$ cat src/rtl/sl_macros.svh
// ---------------------------------------------------------------------
// sizing constants for the support logic, included by the package and
// by every module that needs a depth, a count width or a hold count
// ---------------------------------------------------------------------
`ifndef SL_MACROS_SVH
`define SL_MACROS_SVH

// granted but unanswered transactions that one bus may have in flight
`define SL_FIFO_DEPTH 4

// width of an outstanding count, must hold SL_FIFO_DEPTH
`define SL_CNT_W 3

// valid retirements a recorded debug request is held for
`define SL_DBG_HOLD 1

`endif

$ cat src/rtl/sl_pkg.sv
// ---------------------------------------------------------------------
// shared struct types for the support logic: observed bus handshakes,
// the retirement port, trap redirects and the derived status outputs
// ---------------------------------------------------------------------
`default_nettype none

`include "sl_macros.svh"

package sl_pkg;

  // handshake of one OBI bus as seen by the monitors
  typedef struct packed {
    logic req;
    logic gnt;
    logic rvalid;
  } obi_bus_t;

  // retirement stream of the core
  typedef struct packed {
    logic valid;
    logic dbg_mode;
    logic is_dret;
    logic trap;
  } retire_t;

  // set when the pc is redirected to an exception or bus-error trap target
  typedef struct packed {
    logic taken;
  } trap_evt_t;

  // per-bus protocol status
  typedef struct packed {
    logic                 addr_ph_cont;
    logic                 resp_ph_cont;
    logic [`SL_CNT_W-1:0] outstanding;
  } bus_status_t;

  // events derived from the retirement stream
  typedef struct packed {
    logic first_debug_ins;
    logic first_fetch;
    logic recorded_dbg_req;
    logic req_after_exception;
  } retire_events_t;

endpackage : sl_pkg

`default_nettype wire

$ cat src/rtl/obi_phase_monitor.sv
// ---------------------------------------------------------------------
// watches req, gnt and rvalid of one OBI bus and reports stalled
// address phases, pending responses and the outstanding count
// ---------------------------------------------------------------------
`timescale 1ns/1ps
`default_nettype none

`include "sl_macros.svh"

module obi_phase_monitor (
  input  wire logic                in_support_if,
  input  wire logic                reset_i,
  input  wire sl_pkg::obi_bus_t    bus_i,
  output sl_pkg::bus_status_t      status_o
);

  localparam int CNT_W = `SL_CNT_W;
  localparam int DEPTH = `SL_FIFO_DEPTH;

  // address phase was stalled in the previous cycle
  logic             stall_q;
  logic [CNT_W-1:0] outstanding_q;
  logic             grant;
  logic             response;

  assign grant    = bus_i.req && bus_i.gnt;
  assign response = bus_i.rvalid;

  // -------------------------------------------------------------------
  // stall flag and outstanding counter
  // -------------------------------------------------------------------
  always_ff @(posedge in_support_if) begin
    if (reset_i) begin
      stall_q       <= 1'b0;
      outstanding_q <= '0;
    end else begin
      stall_q <= bus_i.req && !bus_i.gnt;

      // grant and response together leave the count as it is
      if (grant && !response) begin
        if (outstanding_q != CNT_W'(DEPTH)) begin
          outstanding_q <= outstanding_q + 1'b1;
        end
      end else if (response && !grant) begin
        if (outstanding_q != '0) begin
          outstanding_q <= outstanding_q - 1'b1;
        end
      end
    end
  end

  // -------------------------------------------------------------------
  // status outputs
  // -------------------------------------------------------------------
  always_comb begin
    status_o.addr_ph_cont = stall_q;
    // still waiting on at least one response
    status_o.resp_ph_cont = (outstanding_q != '0) && !bus_i.rvalid;
    status_o.outstanding  = outstanding_q;
  end

endmodule : obi_phase_monitor

`default_nettype wire

$ cat src/rtl/req_attribute_fifo.sv
// ---------------------------------------------------------------------
// keeps one attribute per granted OBI request and shows it alongside
// the matching response; the payload type is set per instance
// ---------------------------------------------------------------------
`timescale 1ns/1ps
`default_nettype none

`include "sl_macros.svh"

module req_attribute_fifo #(
  parameter type attr_t = logic
) (
  input  wire logic             in_support_if,
  input  wire logic             reset_i,
  input  wire sl_pkg::obi_bus_t bus_i,
  input  wire attr_t            attr_i,
  output attr_t                 attr_o
);

  localparam int DEPTH = `SL_FIFO_DEPTH;
  localparam int CNT_W = `SL_CNT_W;
  localparam int PTR_W = (DEPTH > 1) ? $clog2(DEPTH) : 1;

  attr_t            mem [DEPTH];
  logic [PTR_W-1:0] wr_ptr_q;
  logic [PTR_W-1:0] rd_ptr_q;
  logic [CNT_W-1:0] count_q;
  logic             full;
  logic             empty;
  logic             push;
  logic             pop;

  assign full  = (count_q == CNT_W'(DEPTH));
  assign empty = (count_q == '0);

  // a grant past a full buffer is dropped
  assign push = bus_i.req && bus_i.gnt && !full;
  assign pop  = bus_i.rvalid && !empty;

  // -------------------------------------------------------------------
  // storage
  // -------------------------------------------------------------------
  always_ff @(posedge in_support_if) begin
    if (push) begin
      mem[wr_ptr_q] <= attr_i;
    end
  end

  // -------------------------------------------------------------------
  // pointers and fill level
  // -------------------------------------------------------------------
  always_ff @(posedge in_support_if) begin
    if (reset_i) begin
      wr_ptr_q <= '0;
      rd_ptr_q <= '0;
      count_q  <= '0;
    end else begin
      if (push) begin
        wr_ptr_q <= (wr_ptr_q == PTR_W'(DEPTH - 1)) ? '0 : wr_ptr_q + 1'b1;
      end
      if (pop) begin
        rd_ptr_q <= (rd_ptr_q == PTR_W'(DEPTH - 1)) ? '0 : rd_ptr_q + 1'b1;
      end
      if (push && !pop) begin
        count_q <= count_q + 1'b1;
      end else if (pop && !push) begin
        count_q <= count_q - 1'b1;
      end
    end
  end

  // oldest attribute during a response, zero otherwise
  assign attr_o = pop ? mem[rd_ptr_q] : attr_t'('0);

endmodule : req_attribute_fifo

`default_nettype wire

$ cat src/rtl/retire_event_tracker.sv
// ---------------------------------------------------------------------
// derives debug, startup, debug request and post-trap bus events from
// the retirement stream, the trap redirect and the data bus handshake
// ---------------------------------------------------------------------
`timescale 1ns/1ps
`default_nettype none

`include "sl_macros.svh"

module retire_event_tracker (
  input  wire logic               in_support_if,
  input  wire logic               reset_i,
  input  wire sl_pkg::retire_t    retire_i,
  input  wire sl_pkg::trap_evt_t  trap_i,
  input  wire logic               fetch_enable_i,
  input  wire logic               debug_req_i,
  input  wire sl_pkg::obi_bus_t   data_bus_i,
  output sl_pkg::retire_events_t  events_o
);

  import sl_pkg::*;

  localparam int HOLD   = `SL_DBG_HOLD;
  localparam int HOLD_W = $clog2(HOLD + 2);

  retire_events_t    events;
  logic              dbg_flag_q;
  logic              dret_pending_q;
  logic              fetch_enable_q;
  logic              rec_dbg_req_q;
  logic [HOLD_W-1:0] hold_cnt_q;
  logic              exception_active_q;
  logic              data_gnt_q;
  logic              req_after_exc_q;

  // -------------------------------------------------------------------
  // debug episode, cleared one cycle after a dret that did not trap
  // -------------------------------------------------------------------
  always_ff @(posedge in_support_if) begin
    if (reset_i) begin
      dbg_flag_q     <= 1'b0;
      dret_pending_q <= 1'b0;
    end else begin
      if (retire_i.valid) begin
        dbg_flag_q <= retire_i.dbg_mode;
        if (retire_i.is_dret && !retire_i.trap) begin
          dret_pending_q <= 1'b1;
        end
      end
      if (dret_pending_q) begin
        dbg_flag_q     <= 1'b0;
        dret_pending_q <= 1'b0;
      end
    end
  end

  // sticky once fetch has been enabled
  always_ff @(posedge in_support_if) begin
    if (reset_i) begin
      fetch_enable_q <= 1'b0;
    end else if (fetch_enable_i) begin
      fetch_enable_q <= 1'b1;
    end
  end

  // -------------------------------------------------------------------
  // debug request hold, one more retirement when it came without one
  // -------------------------------------------------------------------
  always_ff @(posedge in_support_if) begin
    if (reset_i) begin
      rec_dbg_req_q <= 1'b0;
      hold_cnt_q    <= '0;
    end else if (retire_i.valid) begin
      if (debug_req_i) begin
        rec_dbg_req_q <= 1'b1;
        hold_cnt_q    <= HOLD_W'(HOLD);
      end else if (hold_cnt_q != '0) begin
        hold_cnt_q <= hold_cnt_q - 1'b1;
      end else begin
        rec_dbg_req_q <= 1'b0;
      end
    end else if (debug_req_i) begin
      rec_dbg_req_q <= 1'b1;
      hold_cnt_q    <= HOLD_W'(HOLD + 1);
    end
  end

  // -------------------------------------------------------------------
  // data request after a taken trap
  // -------------------------------------------------------------------
  always_ff @(posedge in_support_if) begin
    if (reset_i) begin
      exception_active_q <= 1'b0;
      data_gnt_q         <= 1'b0;
      req_after_exc_q    <= 1'b0;
    end else begin
      data_gnt_q <= data_bus_i.gnt;
      if (trap_i.taken) begin
        exception_active_q <= 1'b1;
        if (data_bus_i.req && data_gnt_q) begin
          req_after_exc_q <= 1'b1;
        end
      end else if (retire_i.valid) begin
        exception_active_q <= 1'b0;
        req_after_exc_q    <= 1'b0;
      end else if (exception_active_q && data_gnt_q && data_bus_i.req) begin
        req_after_exc_q <= 1'b1;
      end
    end
  end

  always_comb begin
    events.first_debug_ins     = retire_i.valid && retire_i.dbg_mode && !dbg_flag_q;
    events.first_fetch         = fetch_enable_i && !fetch_enable_q;
    events.recorded_dbg_req    = rec_dbg_req_q;
    events.req_after_exception = req_after_exc_q;
  end

  assign events_o = events;

endmodule : retire_event_tracker

`default_nettype wire

$ cat src/rtl/support_logic_top.sv
// ---------------------------------------------------------------------
// support logic beside the core: phase monitors and attribute fifos for
// the instruction and data buses plus the retirement event tracker
// ---------------------------------------------------------------------
`timescale 1ns/1ps
`default_nettype none

module support_logic_top (
  input  wire logic                  in_support_if,
  input  wire logic                  reset_i,

  input  wire sl_pkg::obi_bus_t      instr_bus_i,
  input  wire sl_pkg::obi_bus_t      data_bus_i,
  input  wire logic [31:0]           instr_addr_i,
  input  wire logic                  req_is_store_i,

  input  wire sl_pkg::retire_t       retire_i,
  input  wire sl_pkg::trap_evt_t     trap_i,
  input  wire logic                  fetch_enable_i,
  input  wire logic                  debug_req_i,

  output sl_pkg::bus_status_t        instr_status_o,
  output sl_pkg::bus_status_t        data_status_o,
  output logic [31:0]                instr_resp_addr_o,
  output logic                       data_resp_was_store_o,
  output sl_pkg::retire_events_t     events_o
);

  // -------------------------------------------------------------------
  // bus phase monitors
  // -------------------------------------------------------------------
  obi_phase_monitor u_instr_monitor (
    .in_support_if (in_support_if),
    .reset_i       (reset_i),
    .bus_i         (instr_bus_i),
    .status_o      (instr_status_o)
  );

  obi_phase_monitor u_data_monitor (
    .in_support_if (in_support_if),
    .reset_i       (reset_i),
    .bus_i         (data_bus_i),
    .status_o      (data_status_o)
  );

  // -------------------------------------------------------------------
  // request attributes carried to the responses
  // -------------------------------------------------------------------

  // fetch address of each instruction response
  req_attribute_fifo #(
    .attr_t (logic [31:0])
  ) u_instr_addr_fifo (
    .in_support_if (in_support_if),
    .reset_i       (reset_i),
    .bus_i         (instr_bus_i),
    .attr_i        (instr_addr_i),
    .attr_o        (instr_resp_addr_o)
  );

  // store flag of each data response
  req_attribute_fifo #(
    .attr_t (logic)
  ) u_store_fifo (
    .in_support_if (in_support_if),
    .reset_i       (reset_i),
    .bus_i         (data_bus_i),
    .attr_i        (req_is_store_i),
    .attr_o        (data_resp_was_store_o)
  );

  // -------------------------------------------------------------------
  // retirement events
  // -------------------------------------------------------------------
  retire_event_tracker u_event_tracker (
    .in_support_if  (in_support_if),
    .reset_i        (reset_i),
    .retire_i       (retire_i),
    .trap_i         (trap_i),
    .fetch_enable_i (fetch_enable_i),
    .debug_req_i    (debug_req_i),
    .data_bus_i     (data_bus_i),
    .events_o       (events_o)
  );

endmodule : support_logic_top

`default_nettype wire

$ cat config.mk
export PLATFORM = sky130hd
export DESIGN_NAME = support_logic_top
export DESIGN_NICKNAME = d
export VERILOG_FILES = /design/src/rtl/sl_pkg.sv /design/src/rtl/obi_phase_monitor.sv /design/src/rtl/req_attribute_fifo.sv /design/src/rtl/retire_event_tracker.sv /design/src/rtl/support_logic_top.sv
export VERILOG_INCLUDE_DIRS = /design/src /design/src/rtl
export SDC_FILE = /design/constraint.sdc
export NUM_CORES = 1
export LEC_CHECK = 0
export BUFFER_PORTS_ARGS = -buffer_cell sky130_fd_sc_hd__buf_2
export CORE_UTILIZATION = 60
export DETAILED_ROUTE_END_ITERATION = 6
export PLACE_DENSITY = 0.83
export SYNTH_ARGS = -nofsm -noshare
export SYNTH_HDL_FRONTEND = slang
export SYNTH_SLANG_ARGS = --single-unit
$ cat constraint.sdc
create_clock -name in_support_if -period 4.35 [get_ports in_support_if]
set_clock_uncertainty 0.05 [all_clocks]
set_input_delay 0.87 -clock in_support_if [delete_from_list [all_inputs] [get_ports in_support_if]]
set_output_delay 0.87 -clock in_support_if [all_outputs]
set_load 0.005 [all_outputs]
* Word-level counts from Yosys, hierarchy flattened
Memories as Yosys holds them, arrays and structs flattened. A register that Yosys moved wholly into a read port is not among the register bits.
Cells that the tools add are included.
** Storage, ports and cells
- Memories kept :: 2
- Bits in writable memories :: 132
- Register bits :: 31
- Output and inout bits :: 47
- Word-level logic and storage cells :: 151
** Cells by class
- $add $sub $neg :: 13
- Reduce and logical (&&, ||, !) cells :: 64
- Equal/unequal tests :: 12
- Muxes and demuxes :: 41
- Bitwise gates (word level) :: 1
** Memory list
- u_instr_addr_fifo.mem :: words 4, bits a word 32, rd ports 1, clocked after Yosys merged registers in 1, wr ports 1, line req_attribute_fifo.sv:24 : attr_t mem [DEPTH];
- u_store_fifo.mem :: words 4, bits a word 1, rd ports 1, clocked after Yosys merged registers in 1, wr ports 1, line req_attribute_fifo.sv:24
** Operators with widths (count)
- $mux 3 :: 12
- $mux 32 :: 1
- $logic_and 1x1->1 :: 25
- $mux 2 :: 12
- $reduce_bool 2->1 :: 10
- $logic_not 1->1 :: 17
- $mux 1 :: 16
- $add 3x1->3 const B :: 4
- $sub 3x1->3 const B :: 4
- $reduce_bool 3->1 :: 3
- $add 2x1->2 const B :: 4
- $eq 2x2->1 const B :: 4
- $eq 3x3->1 const B :: 2
- $logic_not 3->1 :: 2
- $ne 2x2->1 const B :: 3
- $ne 3x3->1 const B :: 2
- $reduce_and 2->1 :: 3
- $reduce_and 3->1 :: 2
- $reduce_or 3->1 :: 1
- $ne 2x1->1 const B :: 1
- $reduce_or 2->1 :: 1
- $sub 2x1->2 const B :: 1
- $not 1->1 :: 1

* Longest topological paths before layout
- Depth in word-level cells :: 7
- Depth in mapped cells :: 9

* Cells and area by module
A second synthesis with hierarchy kept.
** Unflattened totals
- Cells, all modules :: 406
- Area total of the unflattened synthesis :: 6999.2 um^2
** Modules (own cells, without submodules)
- req_attribute_fifo (u_instr_addr_fifo) :: sequential area each 4023.9 um^2, times used 1, area an instance 5442.7 um^2, cells an instance 251
- req_attribute_fifo (u_store_fifo) :: sequential area each 300.3 um^2, times used 1, area an instance 638.1 um^2, cells an instance 53
- obi_phase_monitor :: sequential area each 80.1 um^2, times used 2, area an instance 267.8 um^2, cells an instance 29
- retire_event_tracker :: sequential area each 180.2 um^2, times used 1, area an instance 382.9 um^2, cells an instance 44

* Worst setup path before layout
No wires, ideal clock.
- Path kind :: input port to flip-flop
- From :: in data_bus_i[1] (netlist bit)
- To :: reg u_store_fifo.count_q[2]
- Setup time :: 0.070 ns
- Cell stages on the path :: 9
- Arrival :: 2.486 ns
- Setup slack :: 1.744 ns
- Cell sequence :: buf_2 nand2_1 nor2_1 ha_1 inv_1 fa_1 xor2_1 or3_1 a21oi_1
** On the way
- Word-level cells in the longest chain between the ends :: 5
- Elaborated cells on any way between the ends :: 7
- Those cells by class :: mux (1); reduce/logical (6)
** Ends and longest elaborated chain
- from (decl) :: line support_logic_top.sv:13 : input wire sl_pkg::obi_bus_t data_bus_i,
- $logic_and 1x1->1 * (2 in a row) :: line req_attribute_fifo.sv:37 : assign push = bus_i.req && bus_i.gnt && !full;
- via u_store_fifo.push :: line req_attribute_fifo.sv:30 : logic push;
- $logic_not 1->1 :: line req_attribute_fifo.sv:66 : end else if (pop && !push) begin
- $logic_and 1x1->1 :: line req_attribute_fifo.sv:66
- $reduce_bool 2->1 (no line)
- to (signal assigned) :: line req_attribute_fifo.sv:65 : count_q <= count_q + 1'b1;
- to (signal assigned) :: line req_attribute_fifo.sv:67 : count_q <= count_q - 1'b1;
- to (decl) :: line req_attribute_fifo.sv:27 : logic [CNT_W-1:0] count_q;
Mark *: on every way through the listed nets, which the timed path passes. The rest lies on a longest branch.
A chain may end at the register's enable or synchronous reset.

==> flow_metrics.env <==
export IMPL_groute_usage_overall=0.220
export IMPL_ys_seq_area_frac=0.682
export IMPL_viasPerCell=5.70
export IMPL_ys_ff_latch=167
export IMPL_p_per_area_mw_per_mm2=520
export IMPL_worstPathMaxFanout=19
export IMPL_finalCriticalPeriod_ps=3300
export IMPL_hold_viol_final=0
export IMPL_ioPinCount=95
export IMPL_drtAntennaViolNets=0
export IMPL_drv_cap=0
export IMPL_finalNonFillerCells=655
export IMPL_grt_max_degree=37
export IMPL_cts_resized_gates=0
export IMPL_coreArea_sq_mm=0.0110
export IMPL_grt_overflow=0
export IMPL_path_buf_inv=2
export IMPL_wl_per_cell_um=18.3
export IMPL_async_flop_share=0
export IMPL_drv_slew=0
export IMPL_first_iter_violations=255
export IMPL_antenna_found_initial=0
export IMPL_filler_cell_count=702
export IMPL_cts_tree="done"
export IMPL_cpPeakStageDelay_ps=780
export IMPL_via_count=3736
export IMPL_hpwl_um=7360
export IMPL_ctsHoldBuffers=0
export IMPL_path_cells="buf_4, mux4_2, nor2b_1, buf_2"
export IMPL_fin_nets=566
export IMPL_synth_avg_cell_area_sq_um=16.9
export IMPL_fp_dieW_um=109
export IMPL_netlist_instances=404
export IMPL_dp_cells=622
export IMPL_grt_pass1_wl_um=18600
export IMPL_hold_path_class="flop to flop"
export IMPL_yosys_warnings=0
export IMPL_fmax_mhz=303
export IMPL_path_delay_family="flip-flops"
export IMPL_portBuffers=94
export IMPL_place_congestion=0.755
export IMPL_cts_max_level=4
export IMPL_critical_path_class="flop to output pin"
export IMPL_ys_types=49
export IMPL_vdd_ir_drop_max_mv=0.374
export IMPL_first_global_vias=3687
export IMPL_ys_flop_type="edfxtp_1"
export IMPL_dpl_instance_area_sq_mm=0.00737
export IMPL_die_y_um=109
export IMPL_utilization=0.724
export IMPL_setup_tns_ps=0
export IMPL_drive_gt1_frac=0.342
export IMPL_synth_area_sq_mm=0.00684
export IMPL_cpMaxStageDelayCell="dfxtp_2"
export IMPL_cts_root_buf="clkbuf_16"
export IMPL_cts_buffer_depth=2
export IMPL_start_kind="flop"
export IMPL_route_detailed_drc=0
export IMPL_synth_edf_count=132
export IMPL_cts_sinks=167
export IMPL_worstMarginPinSlew_ps=890
export IMPL_leakage_nw=2.92
export IMPL_syn_to_final_growth_pct=16.3
export IMPL_first_pass_iters=4
export IMPL_dieArea_sq_mm=0.0118
export IMPL_initial_utilization=0.622
export IMPL_cts_buffers=17
export IMPL_arrival_ps=2380
export IMPL_stdcell_area_sq_mm=0.00795
export IMPL_fin_crit_sh=0.759
export IMPL_wirelength_um=12000
export IMPL_p_total_mw=4.14
export IMPL_clk_latency_ps=430
export IMPL_post_cts_setup_buffers=0
export IMPL_synth_nets=469
export IMPL_row_count=38
export IMPL_clk_pin_slew_ps=60
export IMPL_rsz0062_at_grt="false"
export IMPL_worstPathRequired_ps=3430
export IMPL_max_slew_margin_rel=0.407
export IMPL_outcome="finished, final reports clean"
export IMPL_worstSetupEndpointType="output pin"
export IMPL_setup_violations=0
[per-layer routing]
layer,vias to the layer above,track usage,part of all wire,wire [um]
met3,19,0.0538,0.051,604
met1,1863,0.277,0.42,5040
met2,109,0.359,0.51,6090
met4,0,0.109,0.019,229
li1,1745,-,-,-
met5,-,0,0,0
[flip-flops by register name (all words and copies together) (netlist names), 2 cells and up, named ones only]
| register | cells |
|---|---|
| u_data_monitor.outstanding_q | 3 |
| u_event_tracker.hold_cnt_q | 2 |
| u_instr_addr_fifo.count_q | 3 |
| u_instr_addr_fifo.mem | 128 |
| u_instr_addr_fifo.rd_ptr_q | 2 |
| u_instr_addr_fifo.wr_ptr_q | 2 |
| u_instr_monitor.outstanding_q | 3 |
| u_store_fifo.count_q | 3 |
| u_store_fifo.mem | 4 |
| u_store_fifo.rd_ptr_q | 2 |
| u_store_fifo.wr_ptr_q | 2 |
[worst paths after layout]
check | from | slack (ps) | end | cells after the start
worst min register to register | u_event_tracker.dret_pending_q | 380 | u_event_tracker.dbg_flag_q | 1
worst min-delay path | u_event_tracker.dret_pending_q | 380 | u_event_tracker.dbg_flag_q | 1
worst max-delay path | flop | 1050 | instr_resp_addr_o[2] | 4
worst max register to register | u_store_fifo.count_q[0] | 1860 | u_store_fifo.count_q[2] | 7
[placed cells by master (no fill, tap or decap), types with 3 or more instances in the layout]
cell | Yosys | layout
nand4_1 | 3 | 3
or3_1 | 3 | 3
buf_4 | 5 | 3
nor2b_1 | 27 | 27
dfxtp_1 | 35 | 33
inv_1 | 13 | 13
and2_1 | 10 | 6
xor2_1 | 4 | 4
edfxtp_1 | 132 | 132
a21o_1 | 3 | 3
ha_1 | 13 | 13
fa_1 | 4 | 4
o31ai_1 | 3 | 3
nor2_1 | 17 | 17
o21ai_0 | 9 | 9
a21bo_2 | 3 | 3
nand2_1 | 12 | 12
and2b_1 | 7 | 7
mux4_2 | 33 | 33
a21oi_1 | 12 | 12
clkbuf_16 | 0 | 17
nor3b_1 | 5 | 5
nand3b_1 | 3 | 3
clkinv_4 | 0 | 3
buf_2 | 6 | 94
clkinvlp_4 | 0 | 4
mux2i_1 | 5 | 5
and2_2 | 0 | 4
[report_power, final]
part / switching (mW) / internal, mW
logic: 0.315 / 0.416
clock network: 0.586 / 0.856
registers: 0.131 / 1.83
total: 1.03 / 3.11
[cell type report]
class	count	area, sq um	share of cell area
antenna	1	2.50	0.000315
clock buffer	20	447	0.0562
clock inverter	12	129	0.0162
inverter	13	48.8	0.00614
multi-input combinational	205	1990	0.250
sequential	167	4670	0.587
tap	140	175	0.0220
timing repair buffer	97	493	0.0620
[cell families (layout without fill, tap and decap cells)]
group | Yosys count | in the layout | synth area share
flops | 167 | 167 | 0.682
other cells | 0 | 1 | 0
buf+inv | 32 | 142 | 0.0271
simple gates | 100 | 100 | 0.0851
xor+xnor | 4 | 4 | 0.00512
compound gates | 46 | 46 | 0.0487
mux | 38 | 38 | 0.116
fa+ha+maj | 17 | 17 | 0.0355
[stage by stage]
stage | worst slack (ps) | hold slack [ps]
2_1_floorplan | 1740 | 344
3_3_place_gp | 1500 | 354
3_5_place_dp | 1410 | 372
4_1_cts | 975 | 381
5_1_grt | 890 | 397
6_report | 1050 | 376
[synthesized netlist by cell type, drive strengths merged, types with 4 or more instances]
library cell,n,area [sq um]
and2b,8,61.3
ha,13,163
inv,13,48.8
nand2,12,45.0
mux4,33,743
nor2b,27,169
nor3b,5,37.5
buf,17,129
dfxtp,35,701
fa,4,80.1
mux2i,5,50.1
or3,4,26.3
a21oi,12,60.1
edfxtp,132,3960
and2,10,62.6
nor2,17,63.8
xor2,4,35.0
o31ai,4,43.8
o21ai,9,45.0
(Power assumes the default switching activity.)
